--- config.mk ---
export PLATFORM = sky130hd
export DESIGN_NAME = tm1638_led_key_drv
export DESIGN_NICKNAME = d
export VERILOG_FILES = /design/src/hdl/tm1638_pkg.sv /design/src/hdl/tm1638_led_key_drv.sv /design/src/hdl/key_sampler.sv /design/src/hdl/bus_sequencer.sv /design/src/hdl/digit_encoder.sv /design/src/hdl/frame_latch.sv /design/src/hdl/sclk_timer.sv
export SDC_FILE = /design/constraint.sdc
export NUM_CORES = 1
export LEC_CHECK = 0
export BUFFER_PORTS_ARGS = -buffer_cell sky130_fd_sc_hd__buf_4
export CAP_MARGIN = 25
export CELL_PAD_IN_SITES_DETAIL_PLACEMENT = 1
export CELL_PAD_IN_SITES_GLOBAL_PLACEMENT = 1
export CORE_ASPECT_RATIO = 0.9
export CORE_MARGIN = 5
export CORE_UTILIZATION = 43
export DETAILED_ROUTE_END_ITERATION = 8
export PLACE_DENSITY = 0.75
export SLEW_MARGIN = 20
export SYNTH_ARGS = -nofsm -noshare
export SYNTH_HDL_FRONTEND = slang
export SYNTH_SLANG_ARGS = --single-unit
--- constraint.sdc ---
create_clock -name CK_i -period 4.6 [get_ports CK_i]
set_input_delay 0.23 -clock CK_i [delete_from_list [all_inputs] [get_ports CK_i]]
set_output_delay 0.23 -clock CK_i [all_outputs]
set_load 0.01 [all_outputs]
--- src/hdl/tm1638_pkg.sv ---
package tm1638_pkg;

    // display grids on the board
    localparam int n_digits = 8;

    // segment bits gfedcba
    typedef logic [6:0] seg_t;
    typedef logic [3:0] nibble_t;
    typedef logic [7:0] tm_byte_t;
    typedef logic [7:0] key_vec_t;

    typedef enum logic [7:0] {
        cmd_write_auto  = 8'h40,
        cmd_read_keys   = 8'h42,
        cmd_disp_on_max = 8'h8F,
        cmd_addr0       = 8'hC0
    } tm_cmd_e;

    typedef enum logic [1:0] {
        byte_idle,
        byte_load,
        byte_shift,
        byte_finish
    } byte_state_e;

    typedef enum logic [3:0] {
        step_idle,
        step_set_mode,
        step_set_addr,
        step_disp_data,
        step_set_power,
        step_set_read,
        step_key_read,
        step_done
    } frame_step_e;

    // a suppressed digit shows the middle bar only
    localparam seg_t seg_dash = 7'h40;

    function automatic seg_t hex_to_seg(nibble_t nib);
        case (nib)
            4'h0: return 7'b0111111;
            4'h1: return 7'b0000110;
            4'h2: return 7'b1011011;
            4'h3: return 7'b1001111;
            4'h4: return 7'b1100110;
            4'h5: return 7'b1101101;
            4'h6: return 7'b1111101;
            4'h7: return 7'b0000111;
            4'h8: return 7'b1111111;
            4'h9: return 7'b1101111;
            4'hA: return 7'b1110111;
            4'hB: return 7'b1111100;
            4'hC: return 7'b0111001;
            4'hD: return 7'b1011110;
            4'hE: return 7'b1111001;
            4'hF: return 7'b1110001;
            default: return seg_dash;
        endcase
    endfunction

endpackage
--- src/hdl/tm1638_led_key_drv.sv ---
module tm1638_led_key_drv #(
    parameter int clk_hz  = 48_000_000,
    parameter int sclk_hz = 1_000,
    parameter int fps     = 250
) (
    input  logic                                           CK_i,
    input  logic                                           XARST_i,
    input  tm1638_pkg::nibble_t [tm1638_pkg::n_digits-1:0] BIN_DAT_i,
    input  logic [tm1638_pkg::n_digits-1:0]                SUP_DIGITS_i,
    input  logic [tm1638_pkg::n_digits-1:0]                DOTS_i,
    input  logic [tm1638_pkg::n_digits-1:0]                LEDS_i,
    input  tm1638_pkg::seg_t [tm1638_pkg::n_digits-1:0]    DIRECT_SEG_i,
    input  logic                                           ENCBIN_XDIRECT_i,
    input  logic                                           MISO_i,
    output logic                                           MOSI_o,
    output logic                                           MOSI_OE_o,
    output logic                                           SCLK_o,
    output logic                                           SS_o,
    output tm1638_pkg::key_vec_t                           KEYS_o
);
    import tm1638_pkg::*;

    logic                     sclk_rise;
    logic                     sclk_fall;
    logic                     frame_req;
    nibble_t [n_digits-1:0]   nib;
    logic [n_digits-1:0]      sup;
    logic [n_digits-1:0]      dot;
    logic [n_digits-1:0]      led;
    seg_t [n_digits-1:0]      dseg;
    logic                     enc_bin;
    tm_byte_t [n_digits-1:0]  digit_data;
    logic                     sample;
    logic [2:0]               key_idx;

    sclk_timer #(
        .clk_hz  (clk_hz),
        .sclk_hz (sclk_hz),
        .fps     (fps)
    ) u_sclk_timer (
        .CK_i        (CK_i),
        .XARST_i     (XARST_i),
        .sclk_rise_o (sclk_rise),
        .sclk_fall_o (sclk_fall),
        .frame_req_o (frame_req)
    );

    frame_latch u_frame_latch (
        .CK_i         (CK_i),
        .XARST_i      (XARST_i),
        .frame_req_i  (frame_req),
        .bin_dat_i    (BIN_DAT_i),
        .sup_digits_i (SUP_DIGITS_i),
        .dots_i       (DOTS_i),
        .leds_i       (LEDS_i),
        .direct_seg_i (DIRECT_SEG_i),
        .enc_bin_i    (ENCBIN_XDIRECT_i),
        .nib_o        (nib),
        .sup_o        (sup),
        .dot_o        (dot),
        .led_o        (led),
        .dseg_o       (dseg),
        .enc_bin_o    (enc_bin)
    );

    for (genvar k = 0; k < n_digits; k++) begin : g_digit
        digit_encoder u_digit_encoder (
            .nib_i     (nib[k]),
            .sup_i     (sup[k]),
            .dseg_i    (dseg[k]),
            .dot_i     (dot[k]),
            .enc_bin_i (enc_bin),
            .data_o    (digit_data[k])
        );
    end

    bus_sequencer u_bus_sequencer (
        .CK_i         (CK_i),
        .XARST_i      (XARST_i),
        .sclk_rise_i  (sclk_rise),
        .sclk_fall_i  (sclk_fall),
        .frame_req_i  (frame_req),
        .digit_data_i (digit_data),
        .led_i        (led),
        .SCLK_o       (SCLK_o),
        .SS_o         (SS_o),
        .MOSI_o       (MOSI_o),
        .MOSI_OE_o    (MOSI_OE_o),
        .sample_o     (sample),
        .key_idx_o    (key_idx)
    );

    key_sampler u_key_sampler (
        .CK_i      (CK_i),
        .XARST_i   (XARST_i),
        .sample_i  (sample),
        .key_idx_i (key_idx),
        .MISO_i    (MISO_i),
        .KEYS_o    (KEYS_o)
    );

endmodule

--- src/hdl/key_sampler.sv ---
module key_sampler (
    input  logic                 CK_i,
    input  logic                 XARST_i,
    input  logic                 sample_i,
    input  logic [2:0]           key_idx_i,
    input  logic                 MISO_i,
    output tm1638_pkg::key_vec_t KEYS_o
);

    // each key updated in place, others hold across frames
    always_ff @(posedge CK_i or negedge XARST_i) begin
        if (!XARST_i) begin
            KEYS_o <= '0;
        end else if (sample_i) begin
            KEYS_o[key_idx_i] <= MISO_i;
        end
    end

endmodule

--- src/hdl/bus_sequencer.sv ---
module bus_sequencer (
    input  logic                                            CK_i,
    input  logic                                            XARST_i,
    input  logic                                            sclk_rise_i,
    input  logic                                            sclk_fall_i,
    input  logic                                            frame_req_i,
    input  tm1638_pkg::tm_byte_t [tm1638_pkg::n_digits-1:0] digit_data_i,
    input  logic [tm1638_pkg::n_digits-1:0]                 led_i,
    output logic                                            SCLK_o,
    output logic                                            SS_o,
    output logic                                            MOSI_o,
    output logic                                            MOSI_OE_o,
    output logic                                            sample_o,
    output logic [2:0]                                      key_idx_o
);
    import tm1638_pkg::*;

    frame_step_e frame_step;
    byte_state_e byte_state;
    logic [2:0]  bit_cnt;
    logic [3:0]  byte_cnt;
    tm_byte_t    shreg;
    tm_byte_t    next_byte;
    logic        active;
    logic        group_last;

    assign active = (frame_step != step_idle) && (frame_step != step_done);

    // last byte before SS goes back high
    assign group_last = (frame_step == step_set_mode) ||
                        (frame_step == step_set_power) ||
                        (frame_step == step_disp_data && byte_cnt == 4'd15) ||
                        (frame_step == step_key_read && byte_cnt == 4'd3);

    always_comb begin
        case (frame_step)
            step_set_mode:  next_byte = cmd_write_auto;
            step_set_addr:  next_byte = cmd_addr0;
            step_disp_data: begin
                // odd address carries the discrete LED
                if (byte_cnt[0]) begin
                    next_byte = {7'd0, led_i[byte_cnt[3:1]]};
                end else begin
                    next_byte = digit_data_i[byte_cnt[3:1]];
                end
            end
            step_set_power: next_byte = cmd_disp_on_max;
            step_set_read:  next_byte = cmd_read_keys;
            default:        next_byte = '0;
        endcase
    end

    // every step advances on a fall point
    always_ff @(posedge CK_i or negedge XARST_i) begin
        if (!XARST_i) begin
            frame_step <= step_idle;
            byte_state <= byte_idle;
            bit_cnt    <= '0;
            byte_cnt   <= '0;
        end else if (sclk_fall_i) begin
            case (byte_state)
                byte_idle: begin
                    if (active) begin
                        byte_state <= byte_load;
                    end
                end
                byte_load: begin
                    byte_state <= byte_shift;
                    bit_cnt    <= '0;
                end
                byte_shift: begin
                    bit_cnt <= bit_cnt + 3'd1;
                    if (bit_cnt == 3'd7) begin
                        byte_state <= byte_finish;
                    end
                end
                default: begin
                    byte_state <= group_last ? byte_idle : byte_load;
                end
            endcase

            case (frame_step)
                step_idle: begin
                    if (frame_req_i) begin
                        frame_step <= step_set_mode;
                    end
                end
                step_done: frame_step <= step_idle;
                default: begin
                    if (byte_state == byte_finish) begin
                        byte_cnt <= '0;
                        case (frame_step)
                            step_set_mode:  frame_step <= step_set_addr;
                            step_set_addr:  frame_step <= step_disp_data;
                            step_set_power: frame_step <= step_set_read;
                            step_set_read:  frame_step <= step_key_read;
                            step_disp_data: begin
                                if (group_last) begin
                                    frame_step <= step_set_power;
                                end else begin
                                    byte_cnt <= byte_cnt + 4'd1;
                                end
                            end
                            default: begin
                                if (group_last) begin
                                    frame_step <= step_done;
                                end else begin
                                    byte_cnt <= byte_cnt + 4'd1;
                                end
                            end
                        endcase
                    end
                end
            endcase
        end
    end

    // bus pins, MOSI moves only on fall points
    always_ff @(posedge CK_i or negedge XARST_i) begin
        if (!XARST_i) begin
            SCLK_o    <= 1'b1;
            SS_o      <= 1'b1;
            MOSI_OE_o <= 1'b0;
            shreg     <= '0;
        end else if (sclk_rise_i) begin
            SCLK_o <= 1'b1;
        end else if (sclk_fall_i) begin
            case (byte_state)
                byte_idle: begin
                    if (active) begin
                        SS_o <= 1'b0;
                    end
                end
                byte_load: begin
                    SCLK_o    <= 1'b0;
                    shreg     <= next_byte;
                    MOSI_OE_o <= (frame_step != step_key_read);
                end
                byte_shift: begin
                    shreg <= {1'b0, shreg[7:1]};
                    if (bit_cnt == 3'd7) begin
                        MOSI_OE_o <= 1'b0;
                    end else begin
                        SCLK_o <= 1'b0;
                    end
                end
                default: begin
                    if (group_last) begin
                        SS_o <= 1'b1;
                    end
                end
            endcase
        end
    end

    assign MOSI_o = shreg[0];

    // key bits sit at positions 0 and 4 of each read byte
    assign sample_o = sclk_rise_i && (frame_step == step_key_read) &&
                      (byte_state == byte_shift) && (bit_cnt[1:0] == 2'b00);
    // read byte r: bit 0 is key 7-2r, bit 4 is key 6-2r
    assign key_idx_o = {~byte_cnt[1:0], ~bit_cnt[2]};

    a_sclk_in_ss: assert property (
        @(posedge CK_i) disable iff (!XARST_i) !SCLK_o |-> !SS_o
    );

    a_no_overrun: assert property (
        @(posedge CK_i) disable iff (!XARST_i) frame_req_i |-> frame_step == step_idle
    );

endmodule

--- src/hdl/digit_encoder.sv ---
module digit_encoder (
    input  tm1638_pkg::nibble_t  nib_i,
    input  logic                 sup_i,
    input  tm1638_pkg::seg_t     dseg_i,
    input  logic                 dot_i,
    input  logic                 enc_bin_i,
    output tm1638_pkg::tm_byte_t data_o
);
    import tm1638_pkg::*;

    seg_t seg;

    always_comb begin
        if (!enc_bin_i) begin
            seg = dseg_i;
        end else if (sup_i) begin
            seg = seg_dash;
        end else begin
            seg = hex_to_seg(nib_i);
        end
    end

    // dot lives in bit 7 of the grid byte
    assign data_o = {dot_i, seg};

endmodule

--- src/hdl/frame_latch.sv ---
module frame_latch (
    input  logic                                           CK_i,
    input  logic                                           XARST_i,
    input  logic                                           frame_req_i,
    input  tm1638_pkg::nibble_t [tm1638_pkg::n_digits-1:0] bin_dat_i,
    input  logic [tm1638_pkg::n_digits-1:0]                sup_digits_i,
    input  logic [tm1638_pkg::n_digits-1:0]                dots_i,
    input  logic [tm1638_pkg::n_digits-1:0]                leds_i,
    input  tm1638_pkg::seg_t [tm1638_pkg::n_digits-1:0]    direct_seg_i,
    input  logic                                           enc_bin_i,
    output tm1638_pkg::nibble_t [tm1638_pkg::n_digits-1:0] nib_o,
    output logic [tm1638_pkg::n_digits-1:0]                sup_o,
    output logic [tm1638_pkg::n_digits-1:0]                dot_o,
    output logic [tm1638_pkg::n_digits-1:0]                led_o,
    output tm1638_pkg::seg_t [tm1638_pkg::n_digits-1:0]    dseg_o,
    output logic                                           enc_bin_o
);

    // mode select, encode after reset
    always_ff @(posedge CK_i or negedge XARST_i) begin
        if (!XARST_i) begin
            enc_bin_o <= 1'b1;
        end else if (frame_req_i) begin
            enc_bin_o <= enc_bin_i;
        end
    end

    // snapshot held for the whole frame
    always_ff @(posedge CK_i) begin
        if (frame_req_i) begin
            nib_o  <= bin_dat_i;
            sup_o  <= sup_digits_i;
            dot_o  <= dots_i;
            led_o  <= leds_i;
            dseg_o <= direct_seg_i;
        end
    end

endmodule

--- src/hdl/sclk_timer.sv ---
module sclk_timer #(
    parameter int clk_hz  = 48_000_000,
    parameter int sclk_hz = 1_000,
    parameter int fps     = 250
) (
    input  logic CK_i,
    input  logic XARST_i,
    output logic sclk_rise_o,
    output logic sclk_fall_o,
    output logic frame_req_o
);

    // half serial period in system clocks, rounded up
    localparam int half_len = (clk_hz + 2 * sclk_hz - 1) / (2 * sclk_hz);
    localparam int half_w   = (half_len > 1) ? $clog2(half_len) : 1;
    // fall points between frame requests
    localparam int frame_len = clk_hz / (half_len * fps);
    localparam int frame_w   = (frame_len > 1) ? $clog2(frame_len) : 1;

    localparam logic [half_w-1:0]  half_last  = half_w'(half_len - 1);
    localparam logic [frame_w-1:0] frame_last = frame_w'(frame_len - 1);

    logic [half_w-1:0]  div_cnt;
    logic [frame_w-1:0] frame_cnt;
    logic               phase;
    logic               half_tc;
    logic               fall_now;

    assign half_tc  = (div_cnt == half_last);
    assign fall_now = half_tc & ~phase;

    always_ff @(posedge CK_i or negedge XARST_i) begin
        if (!XARST_i) begin
            div_cnt     <= '0;
            phase       <= 1'b0;
            sclk_rise_o <= 1'b0;
            sclk_fall_o <= 1'b0;
        end else begin
            sclk_rise_o <= half_tc & phase;
            sclk_fall_o <= fall_now;
            if (half_tc) begin
                div_cnt <= '0;
                phase   <= ~phase;
            end else begin
                div_cnt <= div_cnt + 1'b1;
            end
        end
    end

    // frame request rides on a fall enable
    always_ff @(posedge CK_i or negedge XARST_i) begin
        if (!XARST_i) begin
            frame_cnt   <= '0;
            frame_req_o <= 1'b0;
        end else begin
            frame_req_o <= fall_now && (frame_cnt == frame_last);
            if (fall_now) begin
                if (frame_cnt == frame_last) begin
                    frame_cnt <= '0;
                end else begin
                    frame_cnt <= frame_cnt + 1'b1;
                end
            end
        end
    end

    a_rise_fall_apart: assert property (
        @(posedge CK_i) disable iff (!XARST_i) !(sclk_rise_o && sclk_fall_o)
    );

endmodule

---- Yosys cells after proc, flatten, opt, wreduce, memory -nomap -nowiden ----
Memory sizes are Yosys's and may differ from the RTL's. A register that Yosys moved wholly into a read port is not among the register bits.
Cells that the tools add are included.
operators by class
  reduce and logical (&&, ||, !) cells .... 32
  $lt $le $gt $ge ......................... 3
  $mul .................................... 0
  eq/ne operators ......................... 22
  shift-type cells ........................ 0
  $add $sub $neg .......................... 4
  muxes and demuxes ....................... 58
  divide/modulo/power cells ............... 0
  bitwise gates (word level) .............. 8
operator list
  operator               number
  $mux 7                 16
  $mux 4                 14
  $pmux 8 s5             1
  $bmux 8 s3             1
  $pmux 4 s5             1
  $eq 4x3->1 const B     4
  $mux 8                 2
  $pmux 8 s2             1
  $add 15x1->15 const B  1
  $eq 15x15->1 const B   1
  $mux 15                1
  $eq 4x2->1 const B     3
  $ne 4x3->1 const B     3
  $reduce_and 3->1       4
  $reduce_and 5->1       2
  $mux 1                 9
  $bwmux 8               1
  $logic_and 1x1->1      8
  $lt 3x4->1 const B     2
  $pmux 4 s2             1
  $reduce_bool 7->1      1
  $add 3x1->3 const B    2
  $eq 3x3->1 const B     2
  $pmux 1 s2             3
  28 further kinds       43
storage, ports and cells
  memories ................................ 8
  register bits after elaboration ......... 167
  bits of input ports ..................... 116
  word-level logic and storage cells ...... 170
  latch bits .............................. 0
  memory bits (read-only) ................. 896
  memory bits (writable) .................. 0
  output and inout bits ................... 12
memories
  name             words  width  read ports  clocked after Yosys merged registers in  wr ports  RTL line          source
  (no name shown)  16     7      1           1                                        0         tm1638_pkg.sv:41  case (nib)
  (no name shown)  16     7      1           1                                        0         tm1638_pkg.sv:41
  (no name shown)  16     7      1           1                                        0         tm1638_pkg.sv:41
  (no name shown)  16     7      1           1                                        0         tm1638_pkg.sv:41
  (no name shown)  16     7      1           1                                        0         tm1638_pkg.sv:41
  (no name shown)  16     7      1           1                                        0         tm1638_pkg.sv:41
  +2 memories      --     --     --          --                                       --        --

---- Depth between registers and ports, before layout ----
Gate-level depths: netlist of run 1.
  depth after elaboration ................. 8
  mapped depth ............................ 10
  gate-level depth less buffers ........... 8

---- Cells and area by module ----
From an unflattened synthesis of run 1, not the netlist that was laid out.
unflattened totals
  cell total of the unflattened synthesis .. 810
  area total of the unflattened synthesis .. 9761.9 µm²
by module, submodules not included
  module                                           times used  cells an instance  area an instance (µm²)  seq. area each (µm²)
  frame_latch                                      1           114                3404.5                  3389.5
  digit_encoder at g_digit[0].u_digit_encoder ...  6           48                 372.9                   0.0
  bus_sequencer                                    1           196                1968.1                  578.1
  sclk_timer                                       1           90                 1023.5                  550.5
  key_sampler                                      1           24                 386.6                   200.2
  digit_encoder at g_digit[2].u_digit_encoder      1           51                 376.6                   0.0
  digit_encoder at g_digit[7].u_digit_encoder      1           47                 365.4                   0.0

---- Worst setup path before layout of run 1 ----
No wires, ideal clock.
  path type ............................... flip-flop to flip-flop
  start ................................... register u_sclk_timer.frame_req_o
  end ..................................... register (tool-made name)
  data arrival time ....................... 4.440 ns
  clock period less this slack ............ 4.498 ns
  stages on the path, launching flop included .. 11
  setup slack ............................. 0.102 ns
  setup time .............................. 0.058 ns
  path buffers ............................ 3
  required time ........................... 4.542 ns
  cell sequence ........................... dfrtp_1 buf_6 buf_4 buf_2 mux2i_1 inv_1 ha_1 nand2_1 and3_1 a21oi_1 inv_1
RTL lines
  element                 RTL line          source
  start, declared         sclk_timer.sv:10  output logic frame_req_o
  start signal, assigned  sclk_timer.sv:56  frame_req_o <= fall_now && (frame_cnt == frame_last);

==> out/qor.csv, run 1 <==
metric,value,unit
synthMuxAreaShare,0.07659,
cp.required,5060,ps
synthSimpleGateAreaFrac,0.09954,
worstReg2RegStart,u_sclk_timer.frame_req_o$_DFF_PN0_,
synth_area_leaders,"edfxtp_1 31%, dfrtp_1 12%, dfxtp_1 10%",
worst_slew_margin_rel,0.3484,
core,24910,um2
syn_avg_cell_area,11.76,um2
cp_cell_sequence,"buf_12, mux2i_1, inv_1, ha_1, nand2_1, and3_1, a21oi_1, inv_1",
root_buffer,clkbuf_16,
max_stage_delay,810,ps
grt_pass1_vias,8673,
clkTransAtPathRegs,60,ps
cp_top_family,flip-flops,
grt_pass1_wl,48040,um
synthCells,918,
synth_edf_count,112,
period_needed,2862,ps
utilization,0.5607,
viasPerCell,5.407,
cts_buffers,25,
yosysTopAreaCell,edfxtp_1,
drive_gt1_frac,0.1924,
hpwl,19340,um
dr.pass1.iters,5,
critPathBufInv,3,
ys_seq_area_frac,0.5408,
synth_top_area_share,0.3115,
post-cts-setup-buffers,0,
wirelength,30140,um
worstPathArrival,3320,ps
p_per_area,300.8,nW/um2
yosysWarnings,0,
synth.distinct_cells,63,
synthFlopType,edfxtp_1,
grt_usage,0.2103,
clock_sinks,222,
ys_seq_elements,222,
row_count,55,
setup_viol,0,
yosys.area_share.xor_xnor,0.01054,
drv_cap,0,
cp_slowest_cell,dfrtp_4,
critPathLaunchType,flop,
antenna_found_initial,1,
dieWidth,177.0,um
synth_most_common_cell,edfxtp_1,
fin_total_pwr,4.202,mW
port_buffers,127,
synth.net_count,1104,
status,"complete, no violations",
clkLatencyLatePin,520,ps
hold_viol,0,
crit_start,u_sclk_timer.frame_req_o$_DFF_PN0_,
grt_max_degree,56,
fin_area,13970,um2
placed_area,12000,um2
num_vias,8235,
drt_first_iter_violations,577,
tritoncts,done,
synth_common_cells,"112 x edfxtp_1, 70 x ha_1, 69 x nand2_1",
timing.fmax,349.4,MHz
rsz0062_at_grt,no,
synthArstFlopShare,0.2432,
drv_slew,0,
htreeDepth,1,
pin_count,128,
hold_path.class,in -> async,
drc_errors,0,
r2r_slack,1740,ps
tns,0,ps
die_height,160.3,um
p_leak,5.639,nW
reg2regPathDepth,8,
ant_nets,0,
synthAdderAreaFrac,0.08111,
ir_drop,0.2493,mV
start_util,0.4335,
cts_buffer_depth,3,
cpMostUsedCell,inv_1,
grt-ovfl-total,0,
end_kind,flop,
crit_path_max_fanout,53,
synth_top_family_by_area,compound AO/OA/AOI/OAI gates,
finalClockSkew,18.93,ps
worst_pin_slew,950.2,ps
fin_nets,1347,
area_growth,29.36,%
synth_compound_area_frac,0.1532,
globalplace.congestion,0.8598,
period_share,0.6221,
path_class,reg -> reg,
die_area,28380,um2
wl_per_cell,19.79,um
syn_area,10800,um2
[cells in the final DEF (no fill, tap or decap), types with 25 or more instances in the layout]
cell,instances
inv_1,43
dfxtp_1,56
dfrtp_1,49
mux2i_1,40
buf_4,131
a21oi_1,62
nand2_1,69
o21ai_0,41
a221oi_1,27
nor2_1,53
edfxtp_1,112
ha_1,70
dlygate4sd3_1,115
mux2_2,28
clkbuf_16,25
[how the worst max path moves through the flow]
| stage | end | slack (ps) | cells past startpoint |
|---|---|---|---|
| floorplan | flop | 100 | 10 |
| global placement | flop | 2040 | 6 |
| detailed placement | flop | 1960 | 5 |
| CTS | flop | 1920 | 5 |
| global route | flop | 1590 | 8 |
| finish | flop | 1740 | 8 |
[worst register-to-register path: stages, from the launching register on]
cell and delay, ps:
dfrtp_4 810, buf_12 380, mux2i_1 680, inv_1 230, ha_1 300, nand2_1 120
and3_1 190, a21oi_1 50, inv_1 70
[cells by family (layout without fill, tap and decap cells)]
group	count (synthesis)	count (layout)
adders and majority gates	70	70
muxes	73	73
buffers and inverters	82	344
and+or+nand+nor	221	221
DFF	222	222
other	0	1
xor gates and xnor gates	13	13
AOI/OAI and AO/OA	237	237
[through the flow]
stage	std cells	setup WS (ps)	hold slack [ps]
after floorplan	918	101.7	-65.59
after global placement	1355	2041	335.4
after detailed placement	1355	1958	329.8
after CTS	1516	1916	317.2
after global routing	1523	1587	392.5
final	1523	1738	304.9
[report_power, final]
| part | internal [mW] | switching (mW) | leakage [nW] |
|---|---|---|---|
| clock network | 1.12 | 0.802 | 0.384 |
| logic | 0.132 | 0.0579 | 3.07 |
| registers | 2.09 | 0.00185 | 2.18 |
[repair_timing]
action / in CTS / in global routing
hold endpoints to repair: 170 / 0
resized for setup: 0 / 0
hold buffers: 115 / 0
[area by class of cell]
cell class	instances	area, um2
flip-flops and latches	222	5844
multi-input cells	614	4546
clock buffers	36	706.9
well taps	342	427.9
repair buffers	253	2190
inverters	45	173.9
diodes	1	2.502
clock inverters	10	77.57
fillers	2616	10940
[metal layers]
layer  wire length, um  global-route usage  up-vias  share of wire
li1                  -                   -     3903              -
met1             13290              0.2847     4092           0.44
met2             14730              0.3529      188           0.49
met3              1308             0.03154       52          0.043
met4               809             0.06048        0          0.027
met5                 0                   0        -              0
Power figures use the tool's default switching activity.
==> run 2, diff against run 1 <==
Settings changed: CORE_UTILIZATION 43 to 47, PLACE_DENSITY 0.75 to 0.78.
Clock period 4.6 ns to 2.74 ns, I/O delays scaled along.
==> run 2 against run 1 <==
  * Die area is 8.0% lower
  * Sequential power is 67% higher
  * Sequential share of layout area is 0.60 points lower
  * Clock skew is 7.6 ps lower
  * Final cell count is 2.6% lower
  * Register-to-register slack worse by 1200 ps
  * Non-clock buffer count is 9 higher
  * Worst hold slack worse by 81 ps
  * Worst setup slack worse by 1200 ps
  * Core utilization is 6.7 points higher
  * Combinational power is 72% higher
  * Global-route usage is 3.5 points higher
==> out/qor.csv, run 2 (synthesis gave the netlist of run 1 again) <==
metric,value,unit,change
grt-ovfl-total,0,,unchanged
period_share,0.8149,,was 0.6221
p_per_area,529.3,nW/um2,was 300.8 nW/um2
ant_nets,0,,unchanged
diodes,0,,was 1
area_growth,31.25,%,was 29.36%
num_vias,8370,,was 8235
final_cells,1484,,was 1523
dr.pass1.iters,5,,unchanged
worstPathArrival,2690,ps,was 3320 ps
port_buffers,127,,unchanged
r2r_slack,510,ps,was 1740 ps
hold_viol,0,,unchanged
drv_cap,0,,unchanged
fin_total_pwr,7.501,mW,was 4.202 mW
fin_nets,1355,,was 1347
cts_buffer_depth,3,,unchanged
crit_path_max_fanout,56,,was 53
grt_usage,0.2452,,was 0.2103
worst_slew_margin_rel,0.5085,,was 0.3484
dieWidth,169.8,um,was 177.0 um
timing.fmax,447.9,MHz,was 349.4 MHz
pin_count,128,,unchanged
clock_sinks,222,,unchanged
htreeDepth,1,,unchanged
clkTransAtPathRegs,60,ps,about the same
placed_cells,1325,,was 1355
viasPerCell,5.640,,was 5.407
final_cell_mix,"145 x buf_4, 115 x dlygate4sd3_1, 112 x edfxtp_1",,"was 131 x buf_4, 115 x dlygate4sd3_1, 112 x edfxtp_1"
status,"complete, no violations",,unchanged
tritoncts,done,,unchanged
grt_max_degree,61,,was 56
worst_pin_slew,737.2,ps,was 950.2 ps
die_area,26110,um2,was 28380 um2
wl_per_cell,21.77,um,was 19.79 um
ir_drop,0.4733,mV,was 0.2493 mV
hpwl,19690,um,was 19340 um
tns,0,ps,unchanged
cpMostUsedCell,inv_1,,unchanged
drc_errors,0,,unchanged
fin_area,14170,um2,was 13970 um2
cp_slowest_cell,dfrtp_4,,unchanged
wirelength,32300,um,was 30140 um
start_util,0.4783,,was 0.4335
cp_cell_sequence,"buf_12, mux2i_2, inv_1, ha_1, o211ai_1, o21ai_0, inv_1",,"was buf_12, mux2i_1, inv_1, ha_1, nand2_1, and3_1, a21oi_1, inv_1"
path_class,reg -> reg,,unchanged
p_leak,5.764,nW,was 5.639 nW
critPathLaunchType,flop,,unchanged
rsz0062_at_grt,no,,unchanged
period_needed,2233,ps,was 2862 ps
max_stage_delay,450,ps,was 810 ps
setup_viol,0,,unchanged
globalplace.congestion,0.8268,,was 0.8598
drt_first_iter_violations,612,,was 577
row_count,52,,was 55
finalClockSkew,11.28,ps,was 18.93 ps
root_buffer,clkbuf_16,,unchanged
mostFrequentLayoutCell,buf_4,,unchanged
die_height,153.8,um,was 160.3 um
end_kind,flop,,unchanged
clkLatencyLatePin,520,ps,about the same
utilization,0.6277,,was 0.5607
cp.required,3200,ps,was 5060 ps
drive_gt1_frac,0.2098,,was 0.1924
antenna_found_initial,0,,was 1
cts_buffers,24,,was 25
hold_path.class,in -> async,,unchanged
placed_area,12130,um2,was 12000 um2
drv_slew,0,,unchanged
grt_pass1_wl,50980,um,was 48040 um
grt_pass1_vias,9087,,was 8673
core,22580,um2,was 24910 um2
run 2: changes by cell type in the layout (fill, tap and decap cells not counted), sizes merged:
| cell | change |
|---|---|
| clkbuf | -11 |
| bufinv | +5 |
| buf | +12 |
| clkinv | +1 |
| diode | -1 |
run 2: critical path: cells and delay by family (launching register included):
family | cells | cell delay, ps
multiplexers | 1 | 450
adder cells (fa/ha/maj) | 1 | 290
buffers and inverters | 3 | 560
flip-flops | 1 | 450
AO/OA/AOI/OAI | 2 | 380
run 2: final timing paths:
kind	start	end	cells after the start
worst max register to register	u_sclk_timer.frame_req_o$_DFF_PN0_	flop	7
worst min-delay path	XARST_i	u_bus_sequencer.byte_state[0]$_DFFE_PN0P_	2
worst max-delay path	u_sclk_timer.frame_req_o$_DFF_PN0_	flop	7
min in group CK_i	DIRECT_SEG_i[15]	u_frame_latch.dseg_o[15]$_DFFE_PP_	2
max in group asynchronous	XARST_i	u_sclk_timer.frame_req_o$_DFF_PN0_	2
worst min register to register	u_sclk_timer.div_cnt[4]$_DFF_PN0_	u_sclk_timer.div_cnt[4]$_DFF_PN0_	1
run 2: routing by layer:
layer	vias to the layer above	global-route usage	wire length [um]	share of wire
met5	-	0	0	0
met1	4161	0.3133	13670	0.42
li1	3924	-	-	-
met2	238	0.4330	16260	0.50
met4	0	0.06324	871	0.027
met3	47	0.04005	1502	0.046
run 2: timing repair:
action | in CTS | in global routing
hold buffers | 115 | 0
setup buffers | 0 | 0
endpoints found under the hold margin | 172 | 0
resized for setup | 0 | 0
run 2: stage by stage:
| step | hold slack, ps | worst slack (ps) |
|---|---|---|
| 3_3_place_gp | 246.0 | 683.6 |
| 3_5_place_dp | 239.2 | 640.0 |
| 2_1_floorplan | -158.6 | -0.4914 |
| 6_report | 223.4 | 507.1 |
| 5_1_grt | 277.8 | 406.7 |
| 4_1_cts | 235.7 | 579.1 |
run 2: area by class of cell:
type	instances	area, um2
fillers	2281	8404
repair buffers	262	2280
inverters	45	173.9
multi-input cells	614	4614
clock buffers	28	656.9
clock inverters	16	231.5
well taps	297	371.6
flip-flops and latches	222	5844
run 2: report_power, final:
group          leakage [nW]  internal [mW]  switching (mW)
registers              2.18           3.50         0.00364
logic                  3.15          0.223           0.104
clock network         0.435           2.28            1.39
